===== config.mk =====
export PLATFORM = sky130hd
export DESIGN_NAME = ppu_out_top
export DESIGN_NICKNAME = d
export VERILOG_FILES = /design/src/ppu_pkg.sv /design/src/ppu_cfg_decode.sv /design/src/ppu_out_top.sv /design/src/ppu_range_stage.sv /design/src/ppu_scanline_stage.sv
export SDC_FILE = /design/constraint.sdc
export NUM_CORES = 1
export LEC_CHECK = 0
export BUFFER_PORTS_ARGS = -buffer_cell sky130_fd_sc_hd__buf_2
export CAP_MARGIN = 20
export CORE_UTILIZATION = 57
export DETAILED_ROUTE_END_ITERATION = 16
export GPL_ROUTABILITY_DRIVEN = 0
export PLACE_DENSITY = 0.78
export SETUP_SLACK_MARGIN = 0.3
export SYNTH_ARGS = -nofsm -noshare
export SYNTH_HDL_FRONTEND = slang
export SYNTH_SLANG_ARGS = --single-unit
export TNS_END_PERCENT = 30

===== constraint.sdc =====
create_clock -name VCLK_Tx -period 4.8 [get_ports VCLK_Tx]
set_clock_uncertainty 0.15 [all_clocks]
set_input_delay 0.72 -clock VCLK_Tx [delete_from_list [all_inputs] [get_ports VCLK_Tx]]
set_output_delay 0.72 -clock VCLK_Tx [all_outputs]
set_load 0.01 [all_outputs]

===== src/ppu_pkg.sv =====
/*
  Shared constants of the HDMI video output path
  Configuration word layout, output mode codes and RGB range constants
  Referenced by scoped name from the RTL and the testbench
*/

package ppu_pkg;

  // ========================================
  // Data widths
  // ========================================

  localparam int color_w = 8;    // Bits per colour channel
  localparam int cfg_w   = 16;   // Configuration word from the host
  localparam int sl_str_w = 8;   // Expanded scanline strength

  // ========================================
  // Configuration word fields
  // ========================================

  localparam int tgt_res_lsb  = 0;   // Target resolution, 3 bits
  localparam int tgt_res_msb  = 2;
  localparam int vga480p_bit  = 3;   // Use VGA instead of 480p
  localparam int force60_bit  = 4;
  localparam int force50_bit  = 5;
  localparam int llm_bit      = 6;   // Low-latency mode blocks forcing
  localparam int limrgb_bit   = 7;   // Limited RGB range
  localparam int sl_en_bit    = 8;   // Scanline enable
  localparam int sl_str_lsb   = 9;   // Scanline strength field, 4 bits
  localparam int sl_str_msb   = 12;
  // Bits 15 to 13 are spare

  // Target resolution codes, 0 and 5..7 fall back to the 480p class
  localparam logic [2:0] tgt_720p  = 3'd1;
  localparam logic [2:0] tgt_960p  = 3'd2;
  localparam logic [2:0] tgt_1080p = 3'd3;
  localparam logic [2:0] tgt_1200p = 3'd4;

  // ========================================
  // Output video mode codes
  // ========================================

  // Bit 3 flags 50 Hz, bits 2..0 hold the resolution index
  localparam int vid_mode_w = 4;

  localparam logic [vid_mode_w-1:0] mode_480p60  = 4'h0;
  localparam logic [vid_mode_w-1:0] mode_vga60   = 4'h1;
  localparam logic [vid_mode_w-1:0] mode_720p60  = 4'h2;
  localparam logic [vid_mode_w-1:0] mode_960p60  = 4'h3;
  localparam logic [vid_mode_w-1:0] mode_1080p60 = 4'h4;
  localparam logic [vid_mode_w-1:0] mode_1200p60 = 4'h5;

  localparam logic [vid_mode_w-1:0] mode_576p50  = 4'h8;
  localparam logic [vid_mode_w-1:0] mode_720p50  = 4'hA;
  localparam logic [vid_mode_w-1:0] mode_960p50  = 4'hB;
  localparam logic [vid_mode_w-1:0] mode_1080p50 = 4'hC;
  localparam logic [vid_mode_w-1:0] mode_1200p50 = 4'hD;

  // Highest resolution index that still uses active-low syncs
  localparam logic [2:0] neg_sync_max_idx = 3'd1;

  // ========================================
  // Limited RGB range
  // ========================================

  // Full range 0..255 maps onto 16..235
  localparam logic [7:0] limit_coeff  = 8'd220;
  localparam logic [7:0] limit_offset = 8'd16;

endpackage


===== src/ppu_cfg_decode.sv =====
/*
  Configuration loader for the video output path
  Captures a word over a four-phase req/ack handshake and decodes
  the output mode, sync polarity, range and scanline settings
*/

`timescale 1ns/1ps

module ppu_cfg_decode (
  input  logic                           VCLK_Tx,
  input  logic                           nVRST_Tx,
  input  logic                           cfg_req_i,
  input  logic [ppu_pkg::cfg_w-1:0]      cfg_word_i,
  input  logic                           pal_i,
  output logic                           cfg_ack_o,
  output logic [ppu_pkg::vid_mode_w-1:0] vid_mode_o,
  output logic                           hsync_neg_o,
  output logic                           vsync_neg_o,
  output logic                           limited_rgb_o,
  output logic                           sl_en_o,
  output logic [ppu_pkg::sl_str_w-1:0]   sl_str_o
);

  logic [ppu_pkg::cfg_w-1:0]      cfg_q;     // Captured word
  logic                           cap_q;     // Capture done, ack follows
  logic                           out_60;    // 60 Hz output selected
  logic [2:0]                     tgt_res;
  logic [ppu_pkg::vid_mode_w-1:0] mode_nxt;

  // ========================================
  // Four-phase handshake
  // ========================================

  always_ff @(posedge VCLK_Tx or negedge nVRST_Tx) begin
    if (!nVRST_Tx) begin
      cfg_q     <= '0;
      cap_q     <= 1'b0;
      cfg_ack_o <= 1'b0;
    end else begin
      cap_q <= 1'b0;
      if (cfg_req_i && !cfg_ack_o && !cap_q) begin  // New request, take the word
        cfg_q <= cfg_word_i;
        cap_q <= 1'b1;
      end
      if (cap_q)
        cfg_ack_o <= 1'b1;      // Ack one cycle after capture
      else if (!cfg_req_i)
        cfg_ack_o <= 1'b0;      // Release once req is gone
    end
  end

  // ========================================
  // Mode decode
  // ========================================

  assign tgt_res = cfg_q[ppu_pkg::tgt_res_msb:ppu_pkg::tgt_res_lsb];

  always_comb begin
    // Forcing a rate is not allowed in low-latency mode
    if (cfg_q[ppu_pkg::force60_bit] && !cfg_q[ppu_pkg::llm_bit])
      out_60 = 1'b1;
    else if (cfg_q[ppu_pkg::force50_bit] && !cfg_q[ppu_pkg::llm_bit])
      out_60 = 1'b0;
    else
      out_60 = !pal_i;

    case (tgt_res)
      ppu_pkg::tgt_720p:  mode_nxt = out_60 ? ppu_pkg::mode_720p60  : ppu_pkg::mode_720p50;
      ppu_pkg::tgt_960p:  mode_nxt = out_60 ? ppu_pkg::mode_960p60  : ppu_pkg::mode_960p50;
      ppu_pkg::tgt_1080p: mode_nxt = out_60 ? ppu_pkg::mode_1080p60 : ppu_pkg::mode_1080p50;
      ppu_pkg::tgt_1200p: mode_nxt = out_60 ? ppu_pkg::mode_1200p60 : ppu_pkg::mode_1200p50;
      default: begin
        // 480p class, VGA only exists at 60 Hz
        if (!out_60)
          mode_nxt = ppu_pkg::mode_576p50;
        else if (cfg_q[ppu_pkg::vga480p_bit])
          mode_nxt = ppu_pkg::mode_vga60;
        else
          mode_nxt = ppu_pkg::mode_480p60;
      end
    endcase
  end

  // Decoded settings, refreshed every cycle so pal_i is followed
  always_ff @(posedge VCLK_Tx or negedge nVRST_Tx) begin
    if (!nVRST_Tx) begin
      vid_mode_o    <= ppu_pkg::mode_480p60;
      hsync_neg_o   <= 1'b1;    // 480p uses active-low syncs
      vsync_neg_o   <= 1'b1;
      limited_rgb_o <= 1'b0;
      sl_en_o       <= 1'b0;
      sl_str_o      <= '0;
    end else begin
      vid_mode_o    <= mode_nxt;
      hsync_neg_o   <= (mode_nxt[2:0] <= ppu_pkg::neg_sync_max_idx);
      vsync_neg_o   <= (mode_nxt[2:0] <= ppu_pkg::neg_sync_max_idx);
      limited_rgb_o <= cfg_q[ppu_pkg::limrgb_bit];
      sl_en_o       <= cfg_q[ppu_pkg::sl_en_bit];
      // 16*(field+1)-1, i.e. the field with a low nibble of ones
      sl_str_o      <= {cfg_q[ppu_pkg::sl_str_msb:ppu_pkg::sl_str_lsb], 4'hF};
    end
  end

  // ========================================
  // Handshake checks
  // ========================================

  // Ack only answers a request seen on the previous edge
  ack_needs_req: assert property (@(posedge VCLK_Tx) disable iff (!nVRST_Tx)
    $rose(cfg_ack_o) |-> $past(cfg_req_i));

  // Host holds the word until the decoder acknowledges
  word_stable: assert property (@(posedge VCLK_Tx) disable iff (!nVRST_Tx)
    (cfg_req_i && !cfg_ack_o && $past(cfg_req_i && !cfg_ack_o)) |-> $stable(cfg_word_i));

endmodule


===== src/ppu_out_top.sv =====
/*
  Top level of the HDMI video output path
  Config decoder, scanline stage and range stage, five cycles in total
*/

`timescale 1ns/1ps

module ppu_out_top #(
  parameter int color_w = ppu_pkg::color_w
) (
  input  logic                           VCLK_Tx,
  input  logic                           nVRST_Tx,
  input  logic                           cfg_req_i,
  input  logic [ppu_pkg::cfg_w-1:0]      cfg_word_i,
  input  logic                           pal_i,
  input  logic                           hsync_i,
  input  logic                           vsync_i,
  input  logic                           de_i,
  input  logic                           draw_sl_i,
  input  logic [3*color_w-1:0]           rgb_i,
  output logic                           cfg_ack_o,
  output logic [ppu_pkg::vid_mode_w-1:0] vid_mode_o,
  output logic                           HSYNC_o,
  output logic                           VSYNC_o,
  output logic                           DE_o,
  output logic [3*color_w-1:0]           VD_o
);

  // Decoded configuration
  logic                         hsync_neg, vsync_neg;
  logic                         limited_rgb;
  logic                         sl_en;
  logic [ppu_pkg::sl_str_w-1:0] sl_str;

  // Between the two stages
  logic                 sl_hsync, sl_vsync, sl_de;
  logic [3*color_w-1:0] sl_rgb;

  ppu_cfg_decode cfg_decode_u (
    .VCLK_Tx       (VCLK_Tx),
    .nVRST_Tx      (nVRST_Tx),
    .cfg_req_i     (cfg_req_i),
    .cfg_word_i    (cfg_word_i),
    .pal_i         (pal_i),
    .cfg_ack_o     (cfg_ack_o),
    .vid_mode_o    (vid_mode_o),
    .hsync_neg_o   (hsync_neg),
    .vsync_neg_o   (vsync_neg),
    .limited_rgb_o (limited_rgb),
    .sl_en_o       (sl_en),
    .sl_str_o      (sl_str)
  );

  // ========================================
  // Pixel pipeline
  // ========================================

  ppu_scanline_stage #(
    .color_w (color_w)
  ) scanline_u (
    .VCLK_Tx   (VCLK_Tx),
    .nVRST_Tx  (nVRST_Tx),
    .hsync_i   (hsync_i),
    .vsync_i   (vsync_i),
    .de_i      (de_i),
    .draw_sl_i (draw_sl_i),
    .rgb_i     (rgb_i),
    .sl_en_i   (sl_en),
    .sl_str_i  (sl_str),
    .hsync_o   (sl_hsync),
    .vsync_o   (sl_vsync),
    .de_o      (sl_de),
    .rgb_o     (sl_rgb)
  );

  ppu_range_stage #(
    .color_w (color_w)
  ) range_u (
    .VCLK_Tx       (VCLK_Tx),
    .nVRST_Tx      (nVRST_Tx),
    .hsync_i       (sl_hsync),
    .vsync_i       (sl_vsync),
    .de_i          (sl_de),
    .rgb_i         (sl_rgb),
    .limited_rgb_i (limited_rgb),
    .hsync_neg_i   (hsync_neg),
    .vsync_neg_i   (vsync_neg),
    .HSYNC_o       (HSYNC_o),
    .VSYNC_o       (VSYNC_o),
    .DE_o          (DE_o),
    .VD_o          (VD_o)
  );

endmodule


===== src/ppu_range_stage.sv =====
/*
  RGB range stage and final output registers
  Optionally compresses full range RGB to 16..235 and applies the
  sync polarity of the output mode, three cycles deep
*/

`timescale 1ns/1ps

module ppu_range_stage #(
  parameter int color_w = 8
) (
  input  logic                 VCLK_Tx,
  input  logic                 nVRST_Tx,
  input  logic                 hsync_i,
  input  logic                 vsync_i,
  input  logic                 de_i,
  input  logic [3*color_w-1:0] rgb_i,
  input  logic                 limited_rgb_i,
  input  logic                 hsync_neg_i,
  input  logic                 vsync_neg_i,
  output logic                 HSYNC_o,
  output logic                 VSYNC_o,
  output logic                 DE_o,
  output logic [3*color_w-1:0] VD_o
);

  localparam int prod_w = color_w + 8;   // Channel times byte-wide coefficient

  logic [prod_w-1:0]    prod_w_c [3];    // Combinational c*220
  logic [color_w:0]     slice_q  [3];    // P = floor(c*220/128)
  logic [color_w-1:0]   round_q  [3];    // floor(P/2) + lsb
  logic [3*color_w-1:0] full_q1, full_q2;
  logic                 hsync_q1, hsync_q2, vsync_q1, vsync_q2, de_q1, de_q2;

  always_comb begin
    for (int ch = 0; ch < 3; ch++)
      prod_w_c[ch] = rgb_i[ch*color_w +: color_w] * ppu_pkg::limit_coeff;
  end

  // ========================================
  // Steps 1 and 2: slice and round
  // ========================================

  always_ff @(posedge VCLK_Tx or negedge nVRST_Tx) begin
    if (!nVRST_Tx) begin
      full_q1  <= '0;
      full_q2  <= '0;
      hsync_q1 <= 1'b0;
      hsync_q2 <= 1'b0;
      vsync_q1 <= 1'b0;
      vsync_q2 <= 1'b0;
      de_q1    <= 1'b0;
      de_q2    <= 1'b0;
      for (int ch = 0; ch < 3; ch++) begin
        slice_q[ch] <= '0;
        round_q[ch] <= '0;
      end
    end else begin
      full_q1  <= rgb_i;     // Full range path runs alongside
      full_q2  <= full_q1;
      hsync_q1 <= hsync_i;
      hsync_q2 <= hsync_q1;
      vsync_q1 <= vsync_i;
      vsync_q2 <= vsync_q1;
      de_q1    <= de_i;
      de_q2    <= de_q1;
      for (int ch = 0; ch < 3; ch++) begin
        slice_q[ch] <= prod_w_c[ch][prod_w-1:7];                  // Drop 7 lsbs
        round_q[ch] <= slice_q[ch][color_w:1] + slice_q[ch][0];   // Round half up
      end
    end
  end

  // ========================================
  // Step 3: offset, polarity, outputs
  // ========================================

  always_ff @(posedge VCLK_Tx or negedge nVRST_Tx) begin
    if (!nVRST_Tx) begin
      HSYNC_o <= 1'b0;
      VSYNC_o <= 1'b0;
      DE_o    <= 1'b0;
      VD_o    <= '0;
    end else begin
      HSYNC_o <= hsync_q2 ^ hsync_neg_i;   // Invert for active-low modes
      VSYNC_o <= vsync_q2 ^ vsync_neg_i;
      DE_o    <= de_q2;
      for (int ch = 0; ch < 3; ch++) begin
        if (limited_rgb_i)
          VD_o[ch*color_w +: color_w] <= round_q[ch] + color_w'(ppu_pkg::limit_offset);
        else
          VD_o[ch*color_w +: color_w] <= full_q2[ch*color_w +: color_w];
      end
    end
  end

  // Limited output stays inside the video range
  for (genvar gch = 0; gch < 3; gch++) begin : g_chk
    in_range: assert property (@(posedge VCLK_Tx) disable iff (!nVRST_Tx)
      $past(limited_rgb_i) |->
        (VD_o[gch*color_w +: color_w] >= ppu_pkg::limit_offset &&
         VD_o[gch*color_w +: color_w] <= ppu_pkg::limit_offset + ppu_pkg::limit_coeff - 1));
  end

endmodule


===== src/ppu_scanline_stage.sv =====
/*
  Scanline emulation stage
  Darkens marked pixels by the configured strength, two cycles deep
*/

`timescale 1ns/1ps

module ppu_scanline_stage #(
  parameter int color_w = 8
) (
  input  logic                         VCLK_Tx,
  input  logic                         nVRST_Tx,
  input  logic                         hsync_i,
  input  logic                         vsync_i,
  input  logic                         de_i,
  input  logic                         draw_sl_i,
  input  logic [3*color_w-1:0]         rgb_i,
  input  logic                         sl_en_i,
  input  logic [ppu_pkg::sl_str_w-1:0] sl_str_i,
  output logic                         hsync_o,
  output logic                         vsync_o,
  output logic                         de_o,
  output logic [3*color_w-1:0]         rgb_o
);

  localparam int prod_w = color_w + ppu_pkg::sl_str_w;

  logic [3*color_w-1:0] rgb_q;        // Input pixel, first step
  logic [prod_w-1:0]    prod_q [3];   // Channel times strength
  logic                 dark_q;       // Pixel lies on a scanline
  logic                 hsync_q, vsync_q, de_q;

  // ========================================
  // Step 1: product and darken decision
  // ========================================

  always_ff @(posedge VCLK_Tx or negedge nVRST_Tx) begin
    if (!nVRST_Tx) begin
      rgb_q   <= '0;
      dark_q  <= 1'b0;
      hsync_q <= 1'b0;
      vsync_q <= 1'b0;
      de_q    <= 1'b0;
      for (int ch = 0; ch < 3; ch++)
        prod_q[ch] <= '0;
    end else begin
      rgb_q   <= rgb_i;
      dark_q  <= sl_en_i & draw_sl_i;
      hsync_q <= hsync_i;
      vsync_q <= vsync_i;
      de_q    <= de_i;
      for (int ch = 0; ch < 3; ch++)
        prod_q[ch] <= rgb_i[ch*color_w +: color_w] * sl_str_i;   // c*S
    end
  end

  // ========================================
  // Step 2: subtract scaled product
  // ========================================

  always_ff @(posedge VCLK_Tx or negedge nVRST_Tx) begin
    if (!nVRST_Tx) begin
      rgb_o   <= '0;
      hsync_o <= 1'b0;
      vsync_o <= 1'b0;
      de_o    <= 1'b0;
    end else begin
      hsync_o <= hsync_q;
      vsync_o <= vsync_q;
      de_o    <= de_q;
      for (int ch = 0; ch < 3; ch++) begin
        if (dark_q)   // c - floor(c*S/256)
          rgb_o[ch*color_w +: color_w] <= rgb_q[ch*color_w +: color_w]
                                          - prod_q[ch][prod_w-1:ppu_pkg::sl_str_w];
        else
          rgb_o[ch*color_w +: color_w] <= rgb_q[ch*color_w +: color_w];
      end
    end
  end

  // Darkening never brightens, no wrap in the subtraction
  for (genvar gch = 0; gch < 3; gch++) begin : g_chk
    no_brighten: assert property (@(posedge VCLK_Tx) disable iff (!nVRST_Tx)
      rgb_o[gch*color_w +: color_w] <= $past(rgb_q[gch*color_w +: color_w]));
  end

endmodule


==> impl_metrics.env, run 1 <==
export IMPL_endpoint_kind="flop"
export IMPL_first_pass_iters=6
export IMPL_synth_edff_count=0
export IMPL_ys_seq_elements=238
export IMPL_cts_sinks=238
export IMPL_insertion_delay_ns=0.54
export IMPL_worst_path_max_fanout=5
export IMPL_async_flop_share_pct=100
export IMPL_min_period_ns=4.51
export IMPL_grt_antenna_before_repair=0
export IMPL_drt_wl_total_um=28600
export IMPL_clk_pin_slew_ns=0.06
export IMPL_status="finished clean"
export IMPL_vias_per_cell=5.09
export IMPL_start_util_pct=58.7
export IMPL_crit_type="reg2reg"
export IMPL_rsz0062_at_grt="true"
export IMPL_synthCells=1478
export IMPL_maxSlewHeadroom_pct=45.0
export IMPL_synth_warnings=0
export IMPL_worstMarginPinSlew_ns=0.825
export IMPL_post_route_period_util_pct=94.1
export IMPL_syn_avg_cell_area_um2=11.2
export IMPL_wl_per_cell_um=14.0
export IMPL_grt_overflow=0
export IMPL_crit_arrival_ns=4.81
export IMPL_final_max_slew_viol_count=0
export IMPL_cts_tree="built"
export IMPL_finalHoldViolCount=0
export IMPL_max_freq_mhz=222
export IMPL_max_cap_viol_count=0
export IMPL_fin_cells=2035
export IMPL_place_area_um2=17800
export IMPL_drive_gt1_share_pct=17.6
export IMPL_die_w_um=172
export IMPL_finalSetupViolations=0
export IMPL_dp_cells=1977
export IMPL_core_um2=28100
export IMPL_fin_setup_tns_ns=0
export IMPL_antenna_cells=0
export IMPL_ys_types=59
export IMPL_ant_nets=0
export IMPL_numPortBuffers=76
export IMPL_area_growth_pct=15.0
export IMPL_cts_max_level=1
export IMPL_cp_startpoint="cfg_decode_u.sl_str_o[3]"
export IMPL_synth_nets=1889
export IMPL_regToRegStartpoint="cfg_decode_u.sl_str_o[3]"
export IMPL_finish_instance_area_um2=19000
export IMPL_crit_required_ns=5.09
export IMPL_num_vias=10400
export IMPL_grt_pass1_vias=10800
export IMPL_dr_first_iter_drc_count=338
export IMPL_cts_hold_buffers_added=0
export IMPL_place_hpwl_um=22200
export IMPL_start_kind="flop"
export IMPL_dieHeight_um=172
export IMPL_ys_seq_area_share_pct=36.1
export IMPL_cts_buffers_inserted=25
export IMPL_nets=2049
export IMPL_root_buffer="clkbuf_16"
export IMPL_grtUsageTotal_pct=20.7
export IMPL_multi_input_area_um2=9590
export IMPL_pin_count=80
export IMPL_grt_max_degree=116
export IMPL_holdCritPathClass="in2async"
export IMPL_ys_dominant_reg_cell="dfrtp_1"
export IMPL_seq_area_um2=5960
export IMPL_rows=61
export IMPL_synth_area_um2=16500
export IMPL_nFillCells=2128
export IMPL_ctsLongestPathBuffers=3
export IMPL_fp_dieArea_um2=29600
export IMPL_grt_pass1_wl_um=49400
export IMPL_utilization_pct=67.5
export IMPL_drcViolationCount=0
==> path summary, 6_finish.rpt <==
path	end	slack, ns	cells past startpoint
worst max-delay path	scanline_u.prod_q[14]	0.29	19
worst min-delay path	range_u.DE_o	0.07	1
worst max register to register	scanline_u.prod_q[14]	0.29	19
worst min register to register	range_u.full_q2[17]	0.20	0
max in group asynchronous	cfg_decode_u.sl_str_o[7]	3.42	2
min in group VCLK_Tx	scanline_u.vsync_q	0.13	1
==> state kept, by name, indices dropped and copies added, names as in the netlist, 4 cells and up <==
name / flops
range_u.slice_q: 27
range_u.VD_o: 24
range_u.full_q2: 24
range_u.round_q: 24
scanline_u.prod_q: 24
scanline_u.rgb_q: 24
cfg_decode_u.sl_str_o: 5
scanline_u.rgb_o: 24
cfg_decode_u.cfg_q: 13
cfg_decode_u.vid_mode_o: 4
range_u.full_q1: 24
==> cell families (layout without fill, tap and decap cells) <==
kind of cell             Yosys count  after routing  share of synthesized area, %
AND/OR/NAND/NOR                  298            298                          9.13
adder cells (fa/ha/maj)          363            363                          34.4
buffers and inverters            304            483                          6.94
AO/OA/AOI/OAI                    147            147                          6.11
XOR/XNOR                          89             89                          4.73
other                              1              1                        0.0227
multiplexers                      38             38                          2.56
flip-flops                       238            238                          36.1
==> cell usage after synthesis (4+ instances only) <==
| library cell | count | area share (%) |
|---|---|---|
| clkbuf_1 | 15 | 0.34 |
| nand4b_1 | 9 | 0.48 |
| o21ai_1 | 7 | 0.21 |
| o31ai_1 | 6 | 0.27 |
| mux2i_1 | 5 | 0.30 |
| o21a_1 | 9 | 0.41 |
| xor2_1 | 37 | 2.0 |
| and2_1 | 62 | 2.4 |
| nor3_1 | 17 | 0.52 |
| nor2b_1 | 10 | 0.38 |
| fa_1 | 150 | 18 |
| and4_1 | 4 | 0.21 |
| and3_1 | 4 | 0.15 |
| nand2b_1 | 7 | 0.27 |
| nand2_1 | 91 | 2.1 |
| xnor2_1 | 52 | 2.8 |
| nand3_1 | 28 | 0.85 |
| a21oi_1 | 52 | 1.6 |
| nand4_1 | 8 | 0.30 |
| o21ai_0 | 14 | 0.42 |
| a31oi_1 | 6 | 0.23 |
| nor2_1 | 48 | 1.1 |
| mux2_2 | 33 | 2.3 |
| dfrtp_1 | 237 | 36 |
| a21o_1 | 15 | 0.68 |
| ha_1 | 213 | 16 |
| inv_1 | 285 | 6.5 |
==> layer usage <==
layer  vias to the layer above  track usage [%]  routed length [um]
li1                       5055                -                   -
met1                      5123             27.3               12900
met2                       141             36.3               14200
met3                        34             2.86                 983
met4                         0             4.54                 451
met5                         -                0                   0
==> critical path, stage by stage (launching register included) <==
cell       delay (ns)
dfrtp_2          0.42
buf_4            0.15
buf_12           0.13
nand2_2          0.07
inv_2            0.05
fa_1             0.53
inv_1            0.05
fa_1             0.50
inv_1            0.06
fa_1             0.47
inv_1            0.04
fa_1             0.47
inv_1            0.07
ha_4             0.28
nand3_2          0.07
a211oi_2         0.23
o2111ai_2        0.19
a31oi_2          0.23
buf_4            0.14
xor2_1           0.13
==> area by class of cell <==
type	instances	area share, %
Clock buffer	30	3.56
Clock inverter	16	1.03
Sequential cell	238	31.4
Tap cell	378	2.49
Multi-Input combinational cell	936	50.6
Inverter	285	5.64
Timing Repair Buffer	152	5.28
==> what timing repair did <==
action                                  4_1_cts  5_1_grt
hold endpoints to repair                      0        0
pin swaps                                     8       20
gates cloned                                  1        0
gates resized for setup                      14       28
endpoints found under the setup margin       12       14
setup buffers                                 6        5
==> cell usage in the layout (no fill, tap or decap), types with 8 or more instances in the layout <==
cell / count
inv_1: 278
dfrtp_1: 234
ha_1: 203
fa_1: 148
nand2_1: 83
buf_2: 75
buf_4: 73
and2_1: 61
xnor2_1: 52
nor2_1: 48
a21oi_1: 47
xor2_1: 37
mux2_2: 33
nand3_1: 26
clkbuf_16: 25
nor3_1: 17
a21o_1: 15
o21ai_0: 14
nor2b_1: 10
nand4b_1: 9
o21a_1: 9
ha_4: 9
nand4_1: 8
==> per-stage QoR <==
stage	setup WS, ns	hold slack, ns
CTS	0.288	0.104
global route	0.115	0.109
floorplan	0.310	0.181
finish	0.285	0.0710
global placement	0.0517	0.182
detailed placement	-0.00826	0.185
Power of run 1 is left out: the tool's default activity adds up to more than one toggle a clock period on the data nets, which glitch-free logic cannot reach.
==> run 2, diff against run 1 <==
--- a/config.mk
+++ b/config.mk
@@ -14,5 +14,6 @@
 export SETUP_SLACK_MARGIN = 0.3
 export SYNTH_ARGS = -nofsm -noshare
 export SYNTH_HDL_FRONTEND = slang
+export SYNTH_HIERARCHICAL = 1
 export SYNTH_SLANG_ARGS = --single-unit
 export TNS_END_PERCENT = 30
==> impl_metrics.env, run 2 <==
export IMPL_status="finished clean"
export IMPL_grt_pass1_vias=11200
export IMPL_regMostFlops="range_u/slice_q"
export IMPL_slowest_delay_ns=0.52
export IMPL_synth_area_um2=16900
export IMPL_num_vias=10500
export IMPL_dieHeight_um=174
export IMPL_hold_slack_ns=0.00556
export IMPL_cp_startpoint="cfg_decode_u/sl_str_o[3]"
export IMPL_synth_warnings=6
export IMPL_max_freq_mhz=216
export IMPL_drt_wl_total_um=29200
export IMPL_worst_path_max_fanout=7
export IMPL_synth_top_area_share_pct=35.1
export IMPL_endpoint_kind="flop"
export IMPL_cts_buffers_inserted=26
export IMPL_path_cells="buf_4 > buf_4 > and2_4 > fa_1 > fa_1 > fa_1 > inv_1 > fa_1 > inv_1 > ha_4 > a21oi_4 > o311ai_1 > a31o_1 > o311a_4 > o21a_1 > nor2_2 > xnor2_1"
export IMPL_nets=2061
export IMPL_ant_nets=0
export IMPL_syn_avg_cell_area_um2=11.2
export IMPL_ys_seq_elements=238
export IMPL_grt_antenna_before_repair=0
export IMPL_finalHoldViolCount=0
export IMPL_cts_hold_buffers_added=0
export IMPL_area_growth_pct=14.2
export IMPL_cts_sinks=238
export IMPL_multi_input_area_um2=10000
export IMPL_rsz0062_at_grt="true"
export IMPL_core_um2=28900
export IMPL_cts_tree="built"
export IMPL_numPortBuffers=76
export IMPL_utilization_pct=66.7
export IMPL_regToRegStartpoint="cfg_decode_u/sl_str_o[3]"
export IMPL_drcViolationCount=0
export IMPL_yosysTopAreaCell="dfrtp_1"
export IMPL_ctsLongestPathBuffers=3
export IMPL_cts_max_level=1
export IMPL_cp_common_cell="fa_1"
export IMPL_largest_reg_flops=27
export IMPL_final_common_cell="inv_1"
export IMPL_dr_first_iter_drc_count=344
export IMPL_synthCells=1510
export IMPL_grt_pass1_wl_um=50300
export IMPL_min_period_ns=4.62
export IMPL_clk_pin_slew_ns=0.05
export IMPL_drive_gt1_share_pct=15.2
export IMPL_die_w_um=174
export IMPL_insertion_delay_ns=0.52
export IMPL_start_kind="flop"
export IMPL_start_util_pct=58.5
export IMPL_maxSlewHeadroom_pct=59.4
export IMPL_synth_edff_count=0
export IMPL_ys_types=66
export IMPL_crit_type="reg2reg"
export IMPL_nFillCells=2174
export IMPL_pin_count=80
export IMPL_fp_dieArea_um2=30400
export IMPL_final_max_slew_viol_count=0
export IMPL_crit_required_ns=5.10
export IMPL_worstMarginPinSlew_ns=0.609
export IMPL_grt_max_degree=111
export IMPL_ys_seq_area_share_pct=35.2
export IMPL_synth_area_leaders="dfrtp_1 35%, fa_1 18%, ha_1 15%, inv_1 5.7%, and2_1 5.4%"
export IMPL_grt_overflow=0
export IMPL_vias_per_cell=5.11
export IMPL_holdCritPathClass="in2async"
export IMPL_rows=62
export IMPL_place_hpwl_um=22500
export IMPL_netlist_top_cells_count="259 x inv_1, 237 x dfrtp_1, 208 x ha_1, 153 x fa_1, 147 x and2_1"
export IMPL_max_cap_viol_count=0
export IMPL_seq_area_um2=5960
export IMPL_critPathSlowestCell="fa_1"
export IMPL_antenna_cells=0
export IMPL_finalSetupViolations=0
export IMPL_final_cell_mix="257 x inv_1, 234 x dfrtp_1, 203 x ha_1, 148 x fa_1, 143 x and2_1"
export IMPL_grtUsageTotal_pct=20.0
export IMPL_post_route_period_util_pct=96.3
export IMPL_first_pass_iters=4
export IMPL_async_flop_share_pct=100
export IMPL_crit_arrival_ns=4.92
export IMPL_wl_per_cell_um=14.2
export IMPL_ys_dominant_reg_cell="dfrtp_1"
export IMPL_root_buffer="clkbuf_16"
export IMPL_yosysMostFrequentCell="inv_1"
export IMPL_synth_nets=1919
==> run 2: cell types whose count changed in the layout (fill, tap and decap cells not counted), sizes merged, moves of 6 or more <==
cell	previous run	this run
inv	290	259
mux2	33	41
and2	62	153
nor2	51	45
nand2	91	62
xor2	37	43
nand3	28	22
clkbuf	30	41
a21oi	54	41
buf	151	141
nand2b	7	13
==> run 2: worst paths after layout <==
check	end	slack, ns	cells after the start
max	scanline_u/prod_q[31]	0.18	17
min	scanline_u/rgb_q[8]	0.006	1
max reg2reg	scanline_u/prod_q[31]	0.18	17
min reg2reg	range_u/full_q2[7]	0.19	0
max in group asynchronous	range_u/slice_q[8]	3.44	2
min in group VCLK_Tx	scanline_u/hsync_q	0.16	1
==> run 2: per-layer routing <==
layer	wire, um	share of wire, %	global-route usage [%]	vias up
met3	1040	3.6	2.30	34
met2	14600	50	35.5	172
met4	439	1.5	4.09	0
met5	0	0	0	-
li1	-	-	-	5104
met1	13100	45	26.6	5188
==> run 2: cell type report <==
type / count / area share (%)
multi-input cells: 985 / 52.0
flip-flops and latches: 238 / 30.9
repair buffers: 142 / 5.08
inverters: 259 / 5.03
clock buffers: 40 / 3.95
well taps: 384 / 2.49
clock inverters: 7 / 0.628
==> run 2: worst max-delay path, delay by kind of cell, from the launching register on <==
kind	cells	cell delay [ns]
and+or+nand+nor	2	0.24
buffers and inverters	4	0.39
DFF	1	0.45
AOI/OAI and AO/OA	5	1.02
adders and majority gates	5	2.17
xor gates and xnor gates	1	0.11
==> run 2: stage by stage <==
step | cells | TNS, ns | instance area, um^2 | worst slack, ns
3_5_place_dp | 1993 | -0.244 | 18100 | -0.119
6_report | 2055 | 0 | 19300 | 0.180
3_3_place_gp | 1993 | -0.0361 | 18100 | -0.0199
2_1_floorplan | 1510 | 0 | 17000 | 0.290
4_1_cts | 2051 | 0 | 19200 | 0.154
5_1_grt | 2055 | 0 | 19300 | 0.0267
==> run 2: cells by family after synthesis <==
| kind of cell | Yosys count | share of synthesized area [%] |
|---|---|---|
| xor+xnor | 90 | 4.66 |
| compound gates | 136 | 5.48 |
| fa+ha+maj | 361 | 33.5 |
| simple gates | 353 | 11.6 |
| flops | 238 | 35.2 |
| mux | 44 | 3.02 |
| buf+inv | 287 | 6.52 |
| other cells | 1 | 0.0222 |
==> run 2: what timing repair did <==
action / in CTS / in global routing
pin swaps: 19 / 19
resized for setup: 15 / 17
setup endpoints to repair: 13 / 15
buffers inserted: 11 / 2
gates cloned: 0 / 1
Power of run 2 is left out for the same reason.
